[src/common/vga_pkg.sv]
//--------------------------------------------------------------------------
// VGA display types and default 640x480 timing values
//--------------------------------------------------------------------------

package vga_pkg;

    //----------------------------------------------------------------------
    // Types
    //----------------------------------------------------------------------

    // Screen coordinate, wide enough for the full 800x525 raster
    typedef logic [9:0] coord_t;

    //----------------------------------------------------------------------
    // Horizontal timing in pixels
    //----------------------------------------------------------------------

    localparam int H_VISIBLE = 640;     // Active pixels per line
    localparam int H_FRONT   = 16;      // Front porch
    localparam int H_SYNC    = 96;      // Sync pulse width
    localparam int H_BACK    = 48;      // Back porch

    //----------------------------------------------------------------------
    // Vertical timing in lines
    //----------------------------------------------------------------------

    localparam int V_VISIBLE = 480;     // Active lines per frame
    localparam int V_FRONT   = 10;      // Front porch
    localparam int V_SYNC    = 2;       // Sync pulse width
    localparam int V_BACK    = 33;      // Back porch

    // Totals come out at 800 x 525 at these defaults
    // and must stay below 1024 to fit coord_t

endpackage

[src/common/game_pkg.sv]
//--------------------------------------------------------------------------
// Frog game types, arrow keycodes, sizes and playfield colours
//--------------------------------------------------------------------------

package game_pkg;

    //----------------------------------------------------------------------
    // Types
    //----------------------------------------------------------------------

    typedef logic [7:0] keycode_t;      // USB HID keycode
    typedef logic [7:0] color_t;        // One colour channel
    typedef logic [6:0] seg_t;          // Segments gfedcba, active low
    typedef logic [3:0] dir_t;          // {left, up, down, right}

    // Arrow keys from the HID usage table
    localparam keycode_t KEY_RIGHT = 8'h4f;
    localparam keycode_t KEY_LEFT  = 8'h50;
    localparam keycode_t KEY_DOWN  = 8'h51;
    localparam keycode_t KEY_UP    = 8'h52;

    // Frog box and hop distance in pixels
    localparam int FROG_SIZE = 8;
    localparam int FROG_STEP = 8;

    //----------------------------------------------------------------------
    // Colours
    //----------------------------------------------------------------------

    localparam color_t GRASS_R = 8'h20;     // Top and bottom strips
    localparam color_t GRASS_G = 8'hb0;
    localparam color_t GRASS_B = 8'h30;
    localparam color_t WATER_R = 8'h10;     // Upper half
    localparam color_t WATER_G = 8'h40;
    localparam color_t WATER_B = 8'hd0;
    localparam color_t ROAD_R  = 8'h50;     // Lower half
    localparam color_t ROAD_G  = 8'h50;
    localparam color_t ROAD_B  = 8'h50;
    localparam color_t FROG_R  = 8'hf0;     // Bright yellow frog
    localparam color_t FROG_G  = 8'he0;
    localparam color_t FROG_B  = 8'h10;

endpackage

[src/verilog/key_decoder.sv]
//--------------------------------------------------------------------------
// Keycode decode of the arrow keys, last arrow held on the LEDs,
// and both keycode nibbles shown on seven-segment digits
//--------------------------------------------------------------------------
`timescale 1ns/1ns

module key_decoder
(
    input  logic               Clk,
    input  logic               reset,
    input  game_pkg::keycode_t keycode,
    output game_pkg::dir_t     dir,
    output game_pkg::dir_t     leds,
    output game_pkg::seg_t     hex0,
    output game_pkg::seg_t     hex1
);

    game_pkg::dir_t arrow;      // One-hot arrow match or zero

    // Nibble to active-low segments, gfedcba
    function automatic game_pkg::seg_t hex_seg(input logic [3:0] nib);
        case (nib)
            4'h0: hex_seg = 7'h40;
            4'h1: hex_seg = 7'h79;
            4'h2: hex_seg = 7'h24;
            4'h3: hex_seg = 7'h30;
            4'h4: hex_seg = 7'h19;
            4'h5: hex_seg = 7'h12;
            4'h6: hex_seg = 7'h02;
            4'h7: hex_seg = 7'h78;
            4'h8: hex_seg = 7'h00;
            4'h9: hex_seg = 7'h10;
            4'ha: hex_seg = 7'h08;
            4'hb: hex_seg = 7'h03;     // Lower case b
            4'hc: hex_seg = 7'h46;
            4'hd: hex_seg = 7'h21;     // Lower case d
            4'he: hex_seg = 7'h06;
            default: hex_seg = 7'h0e;  // F
        endcase
    endfunction

    // Bit order matches the LED row
    assign arrow = {keycode == game_pkg::KEY_LEFT,
                    keycode == game_pkg::KEY_UP,
                    keycode == game_pkg::KEY_DOWN,
                    keycode == game_pkg::KEY_RIGHT};

    always_ff @(posedge Clk)
    begin
        if (reset)
        begin
            dir  <= '0;
            leds <= '0;
            hex0 <= 7'h7f;          // Digits dark
            hex1 <= 7'h7f;
        end
        else
        begin
            dir  <= arrow;
            if (arrow != '0)
                leds <= arrow;      // Hold last arrow
            hex0 <= hex_seg(keycode[3:0]);
            hex1 <= hex_seg(keycode[7:4]);
        end
    end

endmodule

[src/frog/frog_motion.sv]
//--------------------------------------------------------------------------
// Frog position, one clamped hop per key press, stepped at frame start
//--------------------------------------------------------------------------
`timescale 1ns/1ns

module frog_motion
#(
    parameter int H_VISIBLE = 640,
    parameter int V_VISIBLE = 480
)
(
    input  logic             Clk,
    input  logic             reset,
    input  logic             frame_start,
    input  game_pkg::dir_t   dir,
    output vga_pkg::coord_t  frog_x,
    output vga_pkg::coord_t  frog_y
);

    // Furthest top-left corner that keeps the box on screen
    localparam vga_pkg::coord_t X_MAX = vga_pkg::coord_t'(H_VISIBLE - game_pkg::FROG_SIZE);
    localparam vga_pkg::coord_t Y_MAX = vga_pkg::coord_t'(V_VISIBLE - game_pkg::FROG_SIZE);
    localparam vga_pkg::coord_t STEP  = vga_pkg::coord_t'(game_pkg::FROG_STEP);

    // Start position, bottom centre
    localparam vga_pkg::coord_t X_HOME = vga_pkg::coord_t'(X_MAX / 2);
    localparam vga_pkg::coord_t Y_HOME = Y_MAX;

    typedef enum logic [0:0]
    {
        HOP_IDLE,   // Waiting for a key
        HOP_WAIT    // Key still held, no further hops
    } frog_state_t;

    frog_state_t     state;
    vga_pkg::coord_t x_next;
    vga_pkg::coord_t y_next;

    //----------------------------------------------------------------------
    // Next position with clamping
    //----------------------------------------------------------------------

    always_comb
    begin
        x_next = frog_x;
        y_next = frog_y;
        if (dir[0])                                 // Right
            x_next = (frog_x > X_MAX - STEP) ? X_MAX : frog_x + STEP;
        else if (dir[3])                            // Left
            x_next = (frog_x < STEP) ? '0 : frog_x - STEP;
        else if (dir[1])                            // Down
            y_next = (frog_y > Y_MAX - STEP) ? Y_MAX : frog_y + STEP;
        else if (dir[2])                            // Up
            y_next = (frog_y < STEP) ? '0 : frog_y - STEP;
    end

    //----------------------------------------------------------------------
    // Hop FSM, evaluated once per frame
    //----------------------------------------------------------------------

    always_ff @(posedge Clk)
    begin
        if (reset)
        begin
            state  <= HOP_IDLE;
            frog_x <= X_HOME;
            frog_y <= Y_HOME;
        end
        else if (frame_start)
        begin
            case (state)
                HOP_IDLE:
                begin
                    if (dir != '0)
                    begin
                        frog_x <= x_next;
                        frog_y <= y_next;
                        state  <= HOP_WAIT;
                    end
                end
                HOP_WAIT:
                begin
                    if (dir == '0)
                        state <= HOP_IDLE;  // Key released
                end
                default:
                    state <= HOP_IDLE;
            endcase
        end
    end

endmodule

[src/verilog/vga_timing.sv]
//--------------------------------------------------------------------------
// VGA raster counters with half-rate pixel enable, syncs, blanking
// and a one-cycle pulse at the start of vertical blanking
//--------------------------------------------------------------------------
`timescale 1ns/1ns

module vga_timing
#(
    parameter int H_VISIBLE = 640,
    parameter int H_FRONT   = 16,
    parameter int H_SYNC    = 96,
    parameter int H_BACK    = 48,
    parameter int V_VISIBLE = 480,
    parameter int V_FRONT   = 10,
    parameter int V_SYNC    = 2,
    parameter int V_BACK    = 33
)
(
    input  logic            Clk,
    input  logic            reset,
    output logic            pixel_en,
    output vga_pkg::coord_t draw_x,
    output vga_pkg::coord_t draw_y,
    output logic            hs,
    output logic            vs,
    output logic            blank_n,
    output logic            frame_start
);

    localparam int H_TOTAL   = H_VISIBLE + H_FRONT + H_SYNC + H_BACK;
    localparam int V_TOTAL   = V_VISIBLE + V_FRONT + V_SYNC + V_BACK;
    localparam int HS_START  = H_VISIBLE + H_FRONT;
    localparam int VS_START  = V_VISIBLE + V_FRONT;

    vga_pkg::coord_t h_cnt;
    vga_pkg::coord_t v_cnt;
    logic            line_end;

    assign line_end = (h_cnt == vga_pkg::coord_t'(H_TOTAL - 1));

    //----------------------------------------------------------------------
    // Pixel enable and raster counters
    //----------------------------------------------------------------------

    always_ff @(posedge Clk)
    begin
        if (reset)
        begin
            pixel_en    <= 1'b0;
            h_cnt       <= '0;
            v_cnt       <= '0;
            hs          <= 1'b1;    // Syncs idle high
            vs          <= 1'b1;
            blank_n     <= 1'b0;
            frame_start <= 1'b0;
        end
        else
        begin
            pixel_en <= ~pixel_en;  // Every second Clk
            // Pulse lines up with draw_y entering V_VISIBLE at x 0
            frame_start <= pixel_en && h_cnt == '0 &&
                           v_cnt == vga_pkg::coord_t'(V_VISIBLE);
            if (pixel_en)
            begin
                h_cnt <= line_end ? '0 : h_cnt + 1'b1;
                if (line_end)
                    v_cnt <= (v_cnt == vga_pkg::coord_t'(V_TOTAL - 1)) ? '0 : v_cnt + 1'b1;
                hs      <= !(h_cnt >= HS_START && h_cnt < HS_START + H_SYNC);
                vs      <= !(v_cnt >= VS_START && v_cnt < VS_START + V_SYNC);
                blank_n <= (h_cnt < H_VISIBLE) && (v_cnt < V_VISIBLE);
            end
        end
    end

    // Raster position, same timing as the syncs
    always_ff @(posedge Clk)
    begin
        if (pixel_en)
        begin
            draw_x <= h_cnt;
            draw_y <= v_cnt;
        end
    end

endmodule

[src/verilog/color_mapper.sv]
//--------------------------------------------------------------------------
// Pixel colour from frog box and background bands, registered
// together with sync and blank so all leave aligned
//--------------------------------------------------------------------------
`timescale 1ns/1ns

module color_mapper
#(
    parameter int V_VISIBLE = 480
)
(
    input  logic             Clk,
    input  logic             reset,
    input  logic             pixel_en,
    input  vga_pkg::coord_t  draw_x,
    input  vga_pkg::coord_t  draw_y,
    input  logic             blank_in_n,
    input  logic             hs_in,
    input  logic             vs_in,
    input  vga_pkg::coord_t  frog_x,
    input  vga_pkg::coord_t  frog_y,
    output game_pkg::color_t vga_r,
    output game_pkg::color_t vga_g,
    output game_pkg::color_t vga_b,
    output logic             vga_hs,
    output logic             vga_vs,
    output logic             vga_blank_n
);

    localparam int GRASS_H = V_VISIBLE / 8;     // Strip height
    localparam vga_pkg::coord_t SIZE = vga_pkg::coord_t'(game_pkg::FROG_SIZE);

    logic             in_frog;
    game_pkg::color_t r_next, g_next, b_next;

    assign in_frog = draw_x >= frog_x && draw_x < frog_x + SIZE &&
                     draw_y >= frog_y && draw_y < frog_y + SIZE;

    always_comb
    begin
        if (in_frog)
            {r_next, g_next, b_next} = {game_pkg::FROG_R, game_pkg::FROG_G, game_pkg::FROG_B};
        else if (draw_y < GRASS_H || draw_y >= V_VISIBLE - GRASS_H)
            {r_next, g_next, b_next} = {game_pkg::GRASS_R, game_pkg::GRASS_G, game_pkg::GRASS_B};
        else if (draw_y < V_VISIBLE / 2)
            {r_next, g_next, b_next} = {game_pkg::WATER_R, game_pkg::WATER_G, game_pkg::WATER_B};
        else
            {r_next, g_next, b_next} = {game_pkg::ROAD_R, game_pkg::ROAD_G, game_pkg::ROAD_B};
    end

    // One pixel behind vga_timing
    always_ff @(posedge Clk)
    begin
        if (reset)
        begin
            {vga_r, vga_g, vga_b} <= '0;
            vga_hs      <= 1'b1;
            vga_vs      <= 1'b1;
            vga_blank_n <= 1'b0;
        end
        else if (pixel_en)
        begin
            {vga_r, vga_g, vga_b} <= blank_in_n ? {r_next, g_next, b_next} : '0;  // Black in blanking
            vga_hs      <= hs_in;
            vga_vs      <= vs_in;
            vga_blank_n <= blank_in_n;
        end
    end

endmodule

[src/verilog/frogger_top.sv]
//--------------------------------------------------------------------------
// Frog game core, key decode, frog motion, VGA timing and colour
//--------------------------------------------------------------------------
`timescale 1ns/1ns

module frogger_top
#(
    parameter int H_VISIBLE = vga_pkg::H_VISIBLE,
    parameter int H_FRONT   = vga_pkg::H_FRONT,
    parameter int H_SYNC    = vga_pkg::H_SYNC,
    parameter int H_BACK    = vga_pkg::H_BACK,
    parameter int V_VISIBLE = vga_pkg::V_VISIBLE,
    parameter int V_FRONT   = vga_pkg::V_FRONT,
    parameter int V_SYNC    = vga_pkg::V_SYNC,
    parameter int V_BACK    = vga_pkg::V_BACK
)
(
    input  logic               Clk,
    input  logic               reset,
    input  game_pkg::keycode_t keycode,     // Level from the USB host
    output game_pkg::seg_t     hex0,
    output game_pkg::seg_t     hex1,
    output game_pkg::dir_t     leds,
    output game_pkg::color_t   vga_r,
    output game_pkg::color_t   vga_g,
    output game_pkg::color_t   vga_b,
    output logic               vga_hs,
    output logic               vga_vs,
    output logic               vga_blank_n,
    output logic               pixel_en
);

    game_pkg::dir_t  dir;
    vga_pkg::coord_t draw_x, draw_y;
    vga_pkg::coord_t frog_x, frog_y;
    logic            hs, vs, blank_n;
    logic            frame_start;

    // Decode
    key_decoder u_keys (.Clk, .reset, .keycode, .dir, .leds, .hex0, .hex1);

    // Execute, one hop per press
    frog_motion #(.H_VISIBLE(H_VISIBLE), .V_VISIBLE(V_VISIBLE)) u_frog
    (
        .Clk, .reset, .frame_start, .dir, .frog_x, .frog_y
    );

    vga_timing #(
        .H_VISIBLE(H_VISIBLE), .H_FRONT(H_FRONT), .H_SYNC(H_SYNC), .H_BACK(H_BACK),
        .V_VISIBLE(V_VISIBLE), .V_FRONT(V_FRONT), .V_SYNC(V_SYNC), .V_BACK(V_BACK)
    ) u_vga
    (
        .Clk, .reset, .pixel_en, .draw_x, .draw_y, .hs, .vs, .blank_n, .frame_start
    );

    // Result, pixel colour
    color_mapper #(.V_VISIBLE(V_VISIBLE)) u_color
    (
        .Clk, .reset, .pixel_en, .draw_x, .draw_y,
        .blank_in_n(blank_n), .hs_in(hs), .vs_in(vs),
        .frog_x, .frog_y,
        .vga_r, .vga_g, .vga_b, .vga_hs, .vga_vs, .vga_blank_n
    );

endmodule

[config.mk]
export PLATFORM = sky130hd
export DESIGN_NAME = frogger_top
export DESIGN_NICKNAME = d
export VERILOG_FILES = /design/src/common/vga_pkg.sv /design/src/common/game_pkg.sv /design/src/verilog/key_decoder.sv /design/src/frog/frog_motion.sv /design/src/verilog/vga_timing.sv /design/src/verilog/color_mapper.sv /design/src/verilog/frogger_top.sv
export SDC_FILE = /design/constraint.sdc
export NUM_CORES = 1
export LEC_CHECK = 0
export BUFFER_PORTS_ARGS = -buffer_cell sky130_fd_sc_hd__buf_2
export CAP_MARGIN = 0
export CORE_MARGIN = 8
export CORE_UTILIZATION = 50
export DETAILED_ROUTE_END_ITERATION = 8
export PLACE_DENSITY = 0.69
export SETUP_SLACK_MARGIN = 0.2
export SYNTH_ARGS = -nofsm -noshare
export SYNTH_HDL_FRONTEND = slang
export SYNTH_HIERARCHICAL = 1
export SYNTH_SLANG_ARGS = --single-unit
[constraint.sdc]
create_clock -name Clk -period 7.1 [get_ports Clk]
set_input_delay 1.775 -clock Clk [delete_from_list [all_inputs] [get_ports Clk]]
set_output_delay 1.775 -clock Clk [all_outputs]
set_load 0.005 [all_outputs]
==> impl_results.md <==
- TritonCTS Buffers: 9
- Cell Chain, Critical Path: ha_1 > nand3_1 > xnor2_1 > ha_1 > a211oi_2 > nor2_1 > a2111oi_2 > o21ai_1 > or4_1 > a32o_1
- Clock Tree Buf Depth: 2
- Sequential Power Share: 50.2%
- Overall global routing resource usage: 16.7%
- Fillers: 1041
- IO Pins: 56
- Slowest cell on crit path: or4_1
- Mean Syn Cell Area: between 9 and 10 um2
- Skew-Pair Late Insertion Delay: 0.35 ns
- H-tree Lvls: 3
- Root Buffer: clkbuf_16
- Post-synthesis sequential area ratio: 35.1%
- Count of different cell masters after synthesis: between 80 and 90
- Buffers plus inverters on the worst setup path: 0
- Largest net degree at the start of global routing: 48
- Die area: approximately 16000 um2
- Die height: 125 um
- Initial antenna violation count: 0
- Pwr Total: 1.15 mW
- Clock skew: 0.00968 ns
- Cts repair resizes: 0
- Ant diodes: 0
- Total number of vias: approximately 5k
- Die X: around 120 um
- Site row count: 39
- Crit-path leading delay family: compound AO/OA/AOI/OAI gates
- CTS sink cnt: 94
- NetSw: 0.295 mW
- Clock power share: 40.1%
- Detail-routed via count per cell: 5.90
- Relative slew slack: 41.8%
- Worst VDD drop: between 0.1 and 0.15 mV
- WS Path Type: reg2reg
- Worst hold start: u_vga/hs$_SDFFE_PP1P_
- Nets: 747
- Cell mode on critical path: ha_1
- Post-Route WL: 13.0 mm
- Worst path required time: 7.33 ns
- Post-Route Setup TNS: 0 ns
- CP arrival: 3.55 ns
- Max-slew violations: 0
- Max incr delay on CP: 0.67 ns
- Hpwl dp: approximately 9.5 mm
- RSZ-0062 raised after global routing: false
- Util after Layout: between 50% and 60%
- Input/output buffers: 43
- Async set-reset flop share out of synthesis: 0%
- # setup viols final: 0
- Initial Util: 51.5%
- CTS Hold Buffers Added: 0
- Yosys warns: 6
- Area added between synthesis and finish: 7.74%
- Status: complete, no violations
- P_leak: 2.58 nW
- Mapped Cells: 657
- Final min period: 3.31 ns
- First-pass GRT wire length: around 22 mm
- Maximum clock frequency: between 300 and 400 MHz
- Max-cap viol count: 0
- Cell Area, Synth: 5930 um2
- HP Class: reg2reg
- DR iter-0 viols: 415
- Internal Pwr Total: 0.851 mW
- Placer Congestion: about 0.87
- Reg-to-Reg Start: u_frog/frog_x[3]$_SDFFE_PP1P_
- CP Max Fanout: 15
- Post-route cell area: 6390 um2
- First-pass detailed-route iteration total: 7
- Post-CTS Setup Inserts: 0
- Power Density: 179 nW/um2
- Number of hold-slack violations in the final timing report: 0
- Routed Antenna Nets: 0
- CP Capture Type: register
- Reg clk slew, reported paths: 0.07 ns
- Worst Setup SP: u_frog/frog_x[3]$_SDFFE_PP1P_
- Final period util: between 40% and 50%
- Grt ovf: 0
- Post-synth EDFFs: 20
- # DRC: 0
- Placed Area: 6110 um2
- CTS tree: yes
- Layout cell share with drive strength beyond 1: 13.3%
- CP startpoint kind: register
- Wire per inst: approximately 16 um
- Combinational power share: 9.7%
- Net Sw Frac: between 20% and 30%
- Core area: 11500 um2
- Post-route setup slack: roughly 3.8 ns
- Register bit total from synthesis: 94
- Most frequent cells in the layout: dfxtp_1 (74), ha_1 (57), inv_1 (48), nor2_1 (44), buf_2 (43)
- Most used flip-flop cell after synthesis: dfxtp_1
- Dpl ws: 3.72 ns
- Commonest non-fill, non-tap cell in the layout: dfxtp_1
- Vias in the first global route: 4643
- Worst slew pin tran: slightly below 0.9 ns
final timing paths:
path / cells after the start / endpoint / slack (ns)
setup / recovery: 10 / u_color/vga_b[6]$_SDFFE_PP0P_ / 3.79
setup reg to reg: 10 / u_color/vga_b[6]$_SDFFE_PP0P_ / 3.79
hold reg to reg: 1 / u_color/vga_hs$_SDFFE_PP1P_ / 0.48
hold / removal: 1 / u_color/vga_hs$_SDFFE_PP1P_ / 0.48
sequential cells by signal (all words and copies together), names as in the netlist, 4 cells and up:
| signal | flops |
|---|---|
| u_vga/draw_x | 10 |
| u_frog/frog_x | 8 |
| u_vga/draw_y | 10 |
| u_keys/leds | 4 |
| u_keys/hex1 | 7 |
| u_color/vga_b | 4 |
| u_keys/hex0 | 7 |
| u_vga/v_cnt | 10 |
| u_color/vga_r | 4 |
| u_keys/dir | 4 |
| u_frog/frog_y | 7 |
| u_vga/h_cnt | 10 |
logic make-up (layout without fill, tap and decap cells):
family	Yosys count	count (layout)	share of synthesized area (%)
AND/OR/NAND/NOR	214	214	20.7
AO/OA/AOI/OAI	162	162	19.1
buffers and inverters	99	112	8.10
flip-flops	94	94	35.1
adder cells (fa/ha/maj)	57	57	12.0
XOR/XNOR	24	24	3.55
multiplexers	5	5	1.29
other	2	17	0.127
Yosys cell counts (all sizes together) (4+ instances only):
| cell | n | area share (%) |
|---|---|---|
| and4 | 5 | 0.76 |
| a21oi | 32 | 2.8 |
| buf | 30 | 3.7 |
| ha | 57 | 12 |
| a21boi | 4 | 0.51 |
| o211ai | 9 | 1.1 |
| nand2 | 32 | 2.0 |
| edfxtp | 20 | 10 |
| o31ai | 5 | 0.63 |
| o32ai | 4 | 0.59 |
| a211oi | 12 | 1.7 |
| nand4 | 15 | 1.6 |
| a21o | 6 | 0.76 |
| o311ai | 4 | 0.59 |
| or2 | 5 | 0.53 |
| clkbuf | 18 | 1.1 |
| nand2b | 13 | 1.4 |
| a31oi | 6 | 0.63 |
| o21ai | 36 | 3.0 |
| xnor2 | 18 | 2.7 |
| nor2b | 11 | 1.2 |
| nor4 | 9 | 1.1 |
| nor3b | 4 | 0.51 |
| and2 | 4 | 0.42 |
| o22ai | 5 | 0.53 |
| dfxtp | 74 | 25 |
| nand3 | 23 | 1.9 |
| or3 | 5 | 0.72 |
| nand3b | 6 | 0.76 |
| nand4b | 4 | 0.59 |
| or4 | 4 | 0.63 |
| nor2 | 44 | 2.8 |
| nor3 | 15 | 1.3 |
| xor2 | 6 | 0.89 |
| inv | 51 | 3.2 |
cell type report:
class / instances / area (um2) / share of cell area, %
inverter: 51 / 191 / 3.00
sequential: 94 / 2080 / 32.6
timing repair buffer: 45 / 230 / 3.60
clock buffer: 9 / 225 / 3.53
clock inverter: 7 / 57.6 / 0.901
tap: 143 / 179 / 2.80
multi-input combinational: 479 / 3420 / 53.6
metrics by stage:
stage	instances	hold slack, ns
floorplan	672	0.406
global placement	812	0.450
global route	828	0.499
CTS	828	0.488
finish	828	0.484
detailed placement	812	0.466
per-layer routing:
| metal | vias to the layer above | global-route usage [%] | part of all wire [%] |
|---|---|---|---|
| met5 | - | 0 | 0 |
| met4 | 0 | 6.88 | 1.4 |
| met3 | 10 | 2.57 | 4.1 |
| met2 | 119 | 27.8 | 48 |
| met1 | 2331 | 21.1 | 46 |
| li1 | 2424 | - | - |
power by group through the flow:
stage / Sequential [mW] / Combinational, mW / Clock, mW
floorplan: 0.585 / 0.0840 / 0
finish: 0.575 / 0.111 / 0.460
CTS: 0.575 / 0.110 / 0.471
global placement: 0.586 / 0.106 / 0
global route: 0.577 / 0.126 / 0.494
detailed placement: 0.587 / 0.109 / 0
Power figures use the tool's default switching activity.
